File: src/ctrl_cfg.svh
// bit widths shared by the core controller: pc source, forwarding select,
// jump kind and fsm state encoding
`ifndef CTRL_CFG_SVH
`define CTRL_CFG_SVH

// pc source select towards the fetch stage
// boot, jump, branch, exception and eret need 3 bits
`define CTRL_PC_MUX_W 3

// operand forwarding select
// register file, ex result or wb result
`define CTRL_FWD_SEL_W 2

// jump kind coming from the decoder
// none, jal, jalr or conditional branch
`define CTRL_JUMP_W 2

// main fsm state encoding
// seven states fit into 3 bits
`define CTRL_STATE_W 3

`endif
File: src/ctrl_pkg.sv
// controller types: raw width vectors, enums for pc source, forwarding,
// jump kind and fsm state, and the packed structs passed between blocks
package ctrl_pkg;

  `include "ctrl_cfg.svh"

  // plain vectors for the meaningful widths
  typedef logic [`CTRL_PC_MUX_W-1:0]  pc_mux_raw_t;
  typedef logic [`CTRL_FWD_SEL_W-1:0] fwd_sel_raw_t;
  typedef logic [`CTRL_JUMP_W-1:0]    jump_raw_t;
  typedef logic [`CTRL_STATE_W-1:0]   state_raw_t;

  // pc source, encoding kept compatible with the fetch stage mux
  typedef enum pc_mux_raw_t {
    PC_BOOT      = 3'b000,
    PC_JUMP      = 3'b010,
    PC_BRANCH    = 3'b011,
    PC_EXCEPTION = 3'b100,
    PC_ERET      = 3'b101
  } pc_mux_t;

  typedef enum fwd_sel_raw_t {
    SEL_REGFILE = 2'b00,
    SEL_FW_EX   = 2'b01,
    SEL_FW_WB   = 2'b10
  } fwd_sel_t;

  typedef enum jump_raw_t {
    BRANCH_NONE = 2'b00,
    BRANCH_JAL  = 2'b01,
    BRANCH_JALR = 2'b10,
    BRANCH_COND = 2'b11
  } jump_kind_t;

  typedef enum state_raw_t {
    RESET, BOOT_SET, SLEEP, FIRST_FETCH, DECODE, FLUSH_EX, FLUSH_WB
  } ctrl_state_t;

  // destination of a stage equals source reg of operand a, b or c in id
  typedef struct packed { logic a; logic b; logic c; } reg_match_t;

  // one writing stage: enable plus per-operand match
  typedef struct packed { logic we; reg_match_t match; } wr_src_t;

  typedef struct packed { fwd_sel_t a; fwd_sel_t b; fwd_sel_t c; } fwd_sel_vec_t;

  // new pc request and its source
  typedef struct packed { logic set; pc_mux_t mux; } pc_ctrl_t;

  typedef struct packed {
    logic ack;
    logic save_if;
    logic save_id;
    logic restore_id;
  } exc_ctrl_t;

endpackage

File: src/core_controller.sv
// core controller top: hazard unit, forwarding unit and main fsm
`timescale 1ns/1ps

module core_controller import ctrl_pkg::*;
(
  input  logic         clk,
  input  logic         rst_n,

  input  logic         fetch_enable_i,
  // decoder
  input  logic         illegal_insn_i,
  input  logic         eret_insn_i,
  input  logic         pipe_flush_i,
  input  logic         instr_valid_i,
  input  jump_kind_t   jump_in_dec_i,
  input  jump_kind_t   jump_in_id_i,
  input  logic         branch_taken_ex_i,
  // lsu and multiplier
  input  logic         data_req_ex_i,
  input  logic         data_misaligned_i,
  input  logic         mult_multicycle_i,
  // writing stages
  input  wr_src_t      wr_ex_i,
  input  wr_src_t      wr_wb_i,
  input  wr_src_t      wr_alu_i,
  input  logic         id_ready_i,
  input  logic         ex_valid_i,
  input  logic         exc_req_i,

  output pc_ctrl_t     pc_o,
  output exc_ctrl_t    exc_o,
  output fwd_sel_vec_t fwd_sel_o,
  output logic         instr_req_o,
  output logic         ctrl_busy_o,
  output logic         is_decoding_o,
  output logic         halt_if_o,
  output logic         halt_id_o,
  output logic         deassert_we_o,
  output logic         load_stall_o,
  output logic         jr_stall_o
);

  logic is_decoding;
  logic jr_stall;

  ctrl_hazard_unit hazard_i (
    .is_decoding_i  (is_decoding),
    .illegal_insn_i (illegal_insn_i),
    .data_req_ex_i  (data_req_ex_i),
    .jump_in_dec_i  (jump_in_dec_i),
    .wr_ex_i        (wr_ex_i),
    .wr_wb_i        (wr_wb_i),
    .wr_alu_i       (wr_alu_i),
    .load_stall_o   (load_stall_o),
    .jr_stall_o     (jr_stall),
    .deassert_we_o  (deassert_we_o)
  );

  ctrl_fwd_unit fwd_i (
    .wr_wb_i           (wr_wb_i),
    .wr_alu_i          (wr_alu_i),
    .data_misaligned_i (data_misaligned_i),
    .mult_multicycle_i (mult_multicycle_i),
    .fwd_sel_o         (fwd_sel_o)
  );

  ctrl_fsm fsm_i (
    .clk (clk), .rst_n (rst_n),
    .fetch_enable_i (fetch_enable_i), .instr_valid_i (instr_valid_i),
    .branch_taken_ex_i (branch_taken_ex_i), .eret_insn_i (eret_insn_i),
    .pipe_flush_i (pipe_flush_i), .exc_req_i (exc_req_i),
    .id_ready_i (id_ready_i), .ex_valid_i (ex_valid_i),
    .jr_stall_i (jr_stall), .jump_in_dec_i (jump_in_dec_i),
    .pc_o (pc_o), .exc_o (exc_o),
    .instr_req_o (instr_req_o), .ctrl_busy_o (ctrl_busy_o),
    .is_decoding_o (is_decoding), .halt_if_o (halt_if_o), .halt_id_o (halt_id_o)
  );

  assign is_decoding_o = is_decoding;
  assign jr_stall_o    = jr_stall;

  // taken branch in ex was a conditional branch in id one cycle earlier
  a_branch_from_id : assert property (@(posedge clk) disable iff (!rst_n)
    branch_taken_ex_i |-> $past(jump_in_id_i == BRANCH_COND))
    else $error("taken branch without conditional branch in id");

endmodule

File: src/ctrl_fsm.sv
// main control fsm for boot, sleep, decode, jumps, branches, exceptions,
// eret and pipeline flush, plus the jump-done register
`timescale 1ns/1ps

module ctrl_fsm import ctrl_pkg::*;
(
  input  logic       clk,
  input  logic       rst_n,

  input  logic       fetch_enable_i,
  input  logic       instr_valid_i,
  input  logic       branch_taken_ex_i,
  input  logic       eret_insn_i,
  input  logic       pipe_flush_i,
  input  logic       exc_req_i,
  input  logic       id_ready_i,
  input  logic       ex_valid_i,
  input  logic       jr_stall_i,
  input  jump_kind_t jump_in_dec_i,

  output pc_ctrl_t   pc_o,
  output exc_ctrl_t  exc_o,

  output logic       instr_req_o,
  output logic       ctrl_busy_o,
  output logic       is_decoding_o,
  output logic       halt_if_o,
  output logic       halt_id_o
);

  ctrl_state_t state_q;
  ctrl_state_t state_d;

  // set once a jump or eret has loaded the pc
  // blocks a repeated load while id is stalled
  logic jump_done_q;
  logic jump_done_d;

  ////////////////////////////////////////
  // next state and outputs
  ////////////////////////////////////////

  always_comb
  begin
    instr_req_o   = 1'b1;
    ctrl_busy_o   = 1'b1;
    is_decoding_o = 1'b0;
    halt_if_o     = 1'b0;
    halt_id_o     = 1'b0;

    pc_o.set      = 1'b0;
    pc_o.mux      = PC_BOOT;
    exc_o         = '0;

    jump_done_d   = jump_done_q;
    state_d       = state_q;

    unique case (state_q)
      // idle out of reset until fetch is enabled
      RESET:
      begin
        instr_req_o = 1'b0;
        ctrl_busy_o = 1'b0;
        if (fetch_enable_i)
          state_d = BOOT_SET;
      end

      // load the boot address into the fetch stage
      BOOT_SET:
      begin
        pc_o.set = 1'b1;
        pc_o.mux = PC_BOOT;
        state_d  = FIRST_FETCH;
      end

      // empty pipeline waits for fetch enable or an exception
      SLEEP:
      begin
        instr_req_o = 1'b0;
        ctrl_busy_o = 1'b0;
        halt_if_o   = 1'b1;
        halt_id_o   = 1'b1;
        if (fetch_enable_i || exc_req_i)
          state_d = FIRST_FETCH;
      end

      FIRST_FETCH:
      begin
        // wait for the first instruction to reach id
        if (id_ready_i)
          state_d = DECODE;

        // exception on wake-up
        // id is empty so the if pc is saved
        if (exc_req_i)
        begin
          pc_o.set      = 1'b1;
          pc_o.mux      = PC_EXCEPTION;
          exc_o.ack     = 1'b1;
          exc_o.save_if = 1'b1;
        end
      end

      DECODE:
      begin
        // a taken branch in ex kills the instruction in id
        if (instr_valid_i && !branch_taken_ex_i)
        begin
          is_decoding_o = 1'b1;

          if (jump_in_dec_i == BRANCH_JAL || jump_in_dec_i == BRANCH_JALR)
          begin
            // target is known in id so the jump goes out right away
            pc_o.mux = PC_JUMP;
            // jalr waits for its operand
            if (!jr_stall_i && !jump_done_q)
            begin
              pc_o.set    = 1'b1;
              jump_done_d = 1'b1;
            end
          end
          else if (eret_insn_i)
          begin
            pc_o.mux         = PC_ERET;
            exc_o.restore_id = 1'b1;
            if (!jump_done_q)
            begin
              pc_o.set    = 1'b1;
              jump_done_d = 1'b1;
            end
          end
          else if (exc_req_i)
          begin
            pc_o.set      = 1'b1;
            pc_o.mux      = PC_EXCEPTION;
            exc_o.ack     = 1'b1;
            exc_o.save_id = 1'b1;
            // instruction in id must not reach ex
            halt_id_o     = 1'b1;
          end

          // wfi or eret back into sleep
          if (pipe_flush_i || (eret_insn_i && !fetch_enable_i))
          begin
            halt_if_o = 1'b1;
            halt_id_o = 1'b1;
            state_d   = FLUSH_EX;
          end
        end

        // conditional branch resolved taken in ex
        if (branch_taken_ex_i)
        begin
          pc_o.set = 1'b1;
          pc_o.mux = PC_BRANCH;
        end
      end

      // drain ex with a nop behind it
      FLUSH_EX:
      begin
        halt_if_o = 1'b1;
        halt_id_o = 1'b1;
        if (ex_valid_i)
          state_d = FLUSH_WB;
      end

      // wb drains this cycle
      FLUSH_WB:
      begin
        halt_if_o = 1'b1;
        halt_id_o = 1'b1;
        if (fetch_enable_i)
        begin
          halt_if_o = 1'b0;
          state_d   = DECODE;
        end
        else
        begin
          state_d = SLEEP;
        end
      end

      default:
      begin
        instr_req_o = 1'b0;
        ctrl_busy_o = 1'b0;
        state_d     = RESET;
      end
    endcase
  end

  ////////////////////////////////////////
  // state registers
  ////////////////////////////////////////

  always_ff @(posedge clk or negedge rst_n)
  begin
    if (!rst_n)
    begin
      state_q     <= RESET;
      jump_done_q <= 1'b0;
    end
    else
    begin
      state_q     <= state_d;
      // id accepting a new instruction releases the block
      jump_done_q <= jump_done_d & ~id_ready_i;
    end
  end

  ////////////////////////////////////////
  // checks
  ////////////////////////////////////////

  // without branch prediction the branch shadow is always flushed
  a_no_b2b_branch : assert property (@(posedge clk) disable iff (!rst_n)
    branch_taken_ex_i |=> !branch_taken_ex_i)
    else $error("two taken branches back to back");

endmodule

File: src/ctrl_fwd_unit.sv
// operand forwarding select for a, b and c with the misaligned access and
// multi-cycle multiply overrides
`timescale 1ns/1ps

module ctrl_fwd_unit import ctrl_pkg::*;
(
  input  wr_src_t      wr_wb_i,
  input  wr_src_t      wr_alu_i,
  input  logic         data_misaligned_i,
  input  logic         mult_multicycle_i,
  output fwd_sel_vec_t fwd_sel_o
);

  // source of one operand
  // ex result is younger than wb so it wins
  function automatic fwd_sel_t pick_src(input logic wb_hit, input logic alu_hit);
    fwd_sel_t sel;
    sel = SEL_REGFILE;
    if (wb_hit)
      sel = SEL_FW_WB;
    if (alu_hit)
      sel = SEL_FW_EX;
    return sel;
  endfunction

  logic wb_on;
  logic alu_on;

  // stage enables gate the per-operand matches
  assign wb_on  = wr_wb_i.we;
  assign alu_on = wr_alu_i.we;

  ////////////////////////////////////////
  // select logic
  ////////////////////////////////////////

  always_comb
  begin
    fwd_sel_o.a = pick_src(wb_on && wr_wb_i.match.a, alu_on && wr_alu_i.match.a);
    fwd_sel_o.b = pick_src(wb_on && wr_wb_i.match.b, alu_on && wr_alu_i.match.b);
    fwd_sel_o.c = pick_src(wb_on && wr_wb_i.match.c, alu_on && wr_alu_i.match.c);

    // second half of a misaligned access
    // a takes the address from ex, b reads the regfile again
    if (data_misaligned_i)
    begin
      fwd_sel_o.a = SEL_FW_EX;
      fwd_sel_o.b = SEL_REGFILE;
    end
    else if (mult_multicycle_i)
    begin
      // multiplier keeps its partial result on operand c
      fwd_sel_o.c = SEL_FW_EX;
    end
  end

endmodule

File: src/ctrl_hazard_unit.sv
// hazard unit with load-use stall, jump-register stall and write enable
// suppression for the instruction in id
`timescale 1ns/1ps

module ctrl_hazard_unit import ctrl_pkg::*;
(
  input  logic       is_decoding_i,
  input  logic       illegal_insn_i,
  input  logic       data_req_ex_i,
  input  jump_kind_t jump_in_dec_i,
  input  wr_src_t    wr_ex_i,
  input  wr_src_t    wr_wb_i,
  input  wr_src_t    wr_alu_i,
  output logic       load_stall_o,
  output logic       jr_stall_o,
  output logic       deassert_we_o
);

  logic load_hit;
  logic jr_hit;

  ////////////////////////////////////////
  // stall detection
  ////////////////////////////////////////

  always_comb
  begin
    // load in ex whose result is needed by any operand in id
    load_hit = data_req_ex_i && wr_ex_i.we && (|wr_ex_i.match);

    // jalr target comes from operand a
    // stall whenever any stage still has to write it back
    jr_hit = 1'b0;
    if (jump_in_dec_i == BRANCH_JALR)
    begin
      jr_hit = (wr_wb_i.we  && wr_wb_i.match.a)  ||
               (wr_ex_i.we  && wr_ex_i.match.a)  ||
               (wr_alu_i.we && wr_alu_i.match.a);
    end
  end

  assign load_stall_o = load_hit;
  assign jr_stall_o   = jr_hit;

  // no register write for the instruction in id when
  // - it is stalled
  // - it is illegal
  // - the fsm is not decoding
  // fsm state is irrelevant for the jr stall since we is killed anyway
  // outside decode
  assign deassert_we_o = load_hit | jr_hit | illegal_insn_i | ~is_decoding_i;

endmodule

File: config.mk
export PLATFORM = sky130hd
export DESIGN_NAME = core_controller
export DESIGN_NICKNAME = d
export VERILOG_FILES = /design/src/ctrl_pkg.sv /design/src/core_controller.sv /design/src/ctrl_fsm.sv /design/src/ctrl_fwd_unit.sv /design/src/ctrl_hazard_unit.sv
export VERILOG_INCLUDE_DIRS = /design/src /design/src/src
export SDC_FILE = /design/constraint.sdc
export NUM_CORES = 1
export LEC_CHECK = 0
export BUFFER_PORTS_ARGS = -buffer_cell sky130_fd_sc_hd__buf_2
export CAP_MARGIN = 15
export CORE_MARGIN = 2
export CORE_UTILIZATION = 39
export DETAILED_ROUTE_END_ITERATION = 8
export HOLD_SLACK_MARGIN = 0.03
export PLACE_DENSITY = 0.84
export SLEW_MARGIN = 15
export SYNTH_ARGS = -nofsm -noshare
export SYNTH_HDL_FRONTEND = slang
export SYNTH_SLANG_ARGS = --single-unit
File: constraint.sdc
create_clock -name clk -period 3.9 [get_ports clk]
set_clock_uncertainty 0.15 [all_clocks]
set_input_delay 0.78 -clock clk [delete_from_list [all_inputs] [get_ports clk]]
set_output_delay 0.78 -clock clk [all_outputs]
set_load 0.05 [all_outputs]
==> key figures <==
Setup path
  – Worst endpoint required time: 2.97 ns
  – Crit path kind: in -> out
  – CP top delay family: simple AND/OR/NAND/NOR gates
  – Kind of launch point of the worst setup path: input port
  – Slowest CP cell: sky130_fd_sc_hd__ha_1
  – Delay of the slowest critical-path stage: 0.37 ns
  – Cell Chain, Critical Path: buf_2 > inv_1 > ha_1 > nand4bb_1 > or3_1 > nor2_1 > a2bb2oi_2 > buf_2
  – Crit-path most repeated cell: sky130_fd_sc_hd__buf_2
  – Slack of the worst reg-to-reg path: 2.33 ns
  – Bufs and invs on worst path: 3
  – Highest net fanout along the worst path: 7
  – Critical Path Sink Type: output port
  – Arrival @ worst endpoint: about 2.3 ns

Clocking
  – Worst-Skew Late Latency: around 0.24 ns
  – TritonCTS sink count: 4
  – Number of buffers on the longest clock path: 2
  – Clock tree from TritonCTS: done
  – Buffer count from post-CTS setup fixing: 0
  – Post-CTS clock slew at the launch and capture registers of the worst setup and hold paths: 0.04 ns
  – CTS Root Buffer Type: sky130_fd_sc_hd__clkbuf_4
  – Max H-tree Level: 1
  – Cts bufs inserted: 3
  – Resized Gates After CTS: 0
  – Cts hold-fix bufs: 0

Route
  – Iter 0 DRT Violations: 5
  – Total length of routed wires: 1677 um
  – Via count normalized by instance count: 5.338
  – DRT antenna net count: 0
  – Iteration count of the initial detailed-routing pass: 4
  – Total number of vias: 790
  – Average detailed-routed wire length per instance: between 10 and 15 um
  – DRC Markers: 0

Final layout
  – Fraction of layout instances using a drive strength above 1: 41.35%
  – Fillers: 144
  – Area Overhead vs Synth: 48.23%
  – Net count reported at finish: 166
  – Multi-input gate area in the final layout: 425.4 sq um
  – Antenna diode instance count: 0
  – Sequential cell area: 100.1 sq um

Yosys
  – Ys flop type: sky130_fd_sc_hd__dfrtp_1
  – EDFF count, synth: 0
  – FF+latch count, synth: 4
  – Most instantiated library cell after synthesis: sky130_fd_sc_hd__nor2_1
  – Synthesized cell area: 565.5 sq um
  – Area share of the leading cell type in the synthesized netlist: 17.70%
  – Mean area per synthesized cell: 6.653 sq um
  – Top cell type by total area after synthesis: sky130_fd_sc_hd__dfrtp_1
  – Net count of the mapped netlist: 116
  – Post-synth cell types: 30
  – Synthesized instance count: 85
  – Top area cells in the synthesized netlist: sky130_fd_sc_hd__dfrtp_1 (18%), sky130_fd_sc_hd__nor2b_1 (8.8%), sky130_fd_sc_hd__nor2_1 (8.0%), sky130_fd_sc_hd__o21ai_0 (6.2%), sky130_fd_sc_hd__nand2_1 (6.0%)
  – Share of async-settable or async-resettable flops after synthesis: 100.0%
  – Share of synthesized area occupied by flip-flops and latches: 17.70%
  – Yosys Warn Count: 0
  – Leading cell types by count after synthesis: sky130_fd_sc_hd__nor2_1 (12), sky130_fd_sc_hd__nand2_1 (9), sky130_fd_sc_hd__nor2b_1 (8)

Global routing
  – Number of global-route vias before repair: approximately 670
  – Aggregate global routing overflow: 0
  – Largest net degree at the start of global routing: 15
  – Number of antenna violations at the first check in global routing: 0
  – Wire length of the first global-routing pass: 2718 um
  – Overall global routing resource usage: 18.95%

Hold path
  – Hold crit path type: in -> async

STA
  – Crit path time final: 3.237 ns
  – RSZ-0062 raised after global routing: no
  – Number of setup violations in the final report: 0
  – Worst rel slew slack: 70.00%
  – Highest clock rate: 308.9 MHz
  – Pin slew with the least headroom to its limit: 0.4387 ns
  – Fin Setup TNS: 0 ns
  – Share of the clock period used by the worst path: 83.01%
  – Max Transition Viols Final: 0
  – Final Hold Vio Count: 0

Floorplanning
  – Die outline area: 0.001771 sq mm
  – Starting density of the core: 42.40%
  – Die Span X: around 42 um
  – Number of placement rows: 13
  – I/O pin count: 52
  – Core ar.: 0.001334 sq mm
  – Die Y-Extent: 42.08 um

Power and ir drop
  – Pwr Total: approximately 540 uW
  – Standby leakage power: around 0.00046 uW
  – Pwr Density: 646.1 mW/mm^2
  – IR drop worst, VDD: 0.4124 mV

Placement
  – Final HPWL DP: 1394 um
  – Number of buffers inserted by port buffering: 49
  – Weighted congestion reported at the end of routability-driven placement: 0.7957

Status
  – Result of the run: finished clean

Job
  – Number of maximum-capacitance constraint violations: 0
-- stage by stage --
stage,utilization (%),hold slack (ns),std cells,worst slack (ns),area [sq um]
after floorplan,-,0.3295,85,0.1191,571.8
after global placement,61.16,0.3560,145,0.6672,815.8
after detailed placement,61.16,0.3702,145,0.6478,815.8
after CTS,62.85,0.1865,148,0.6423,838.3
after global routing,62.85,0.1858,148,0.5261,838.3
final,62.85,0.1864,148,0.6626,838.3
-- area by class of cell --
cell class / instances / share of cell area [%]
tap: 15 / 2.239
inverter: 7 / 3.134
clock buffer: 3 / 2.687
multi-input combinational: 70 / 50.75
timing repair buffer: 49 / 29.25
sequential: 4 / 11.94
-- worst paths after layout --
check	startpoint	to	cells after the start
setup reg to reg	fsm_i.state_q[1]	fsm_i.jump_done_q	3
min in group clk	fsm_i.jump_done_q	fsm_i.jump_done_q	2
hold reg to reg	fsm_i.jump_done_q	fsm_i.jump_done_q	2
hold / removal	rst_n	fsm_i.state_q[2]	1
max in group asynchronous	rst_n	fsm_i.state_q[0]	1
setup / recovery	jump_in_dec_i[0]	halt_id_o	8
-- power breakdown --
group | switching (uW) | internal [uW]
registers | 46.6 | 56.6
logic | 273 | 114
clock network | 17.2 | 34.4
-- kinds of logic after synthesis --
logic type               count (synthesis)  share of synthesized area, %
buffers and inverters                   11                         8.187
adder cells (fa/ha/maj)                  1                         2.212
AO/OA/AOI/OAI                           27                         34.51
flip-flops                               4                         17.70
AND/OR/NAND/NOR                         42                         37.39
-- metal layers --
layer	global-route usage, %	vias to the layer above	wire (um)
li1	-	403	-
met4	5.625	0	14
met3	4.741	2	185
met1	21.45	349	660
met5	0	-	0
met2	34.69	36	818
-- flip-flops by register name, indices dropped and copies added (netlist names) --
signal and cells:
fsm_i.jump_done_q 1, fsm_i.state_q 3
-- placed cells by master, fill, tap and decap left out, types with 2 or more instances in the layout --
master,n
sky130_fd_sc_hd__a211oi_1,2
sky130_fd_sc_hd__a21oi_1,5
sky130_fd_sc_hd__buf_2,49
sky130_fd_sc_hd__clkbuf_4,3
sky130_fd_sc_hd__dfrtp_1,4
sky130_fd_sc_hd__inv_1,7
sky130_fd_sc_hd__nand2_1,9
sky130_fd_sc_hd__nand2b_1,5
sky130_fd_sc_hd__nand3_1,4
sky130_fd_sc_hd__nor2_1,12
sky130_fd_sc_hd__nor2b_1,8
sky130_fd_sc_hd__o21a_1,2
sky130_fd_sc_hd__o21ai_0,7
(Power assumes the default switching activity.)
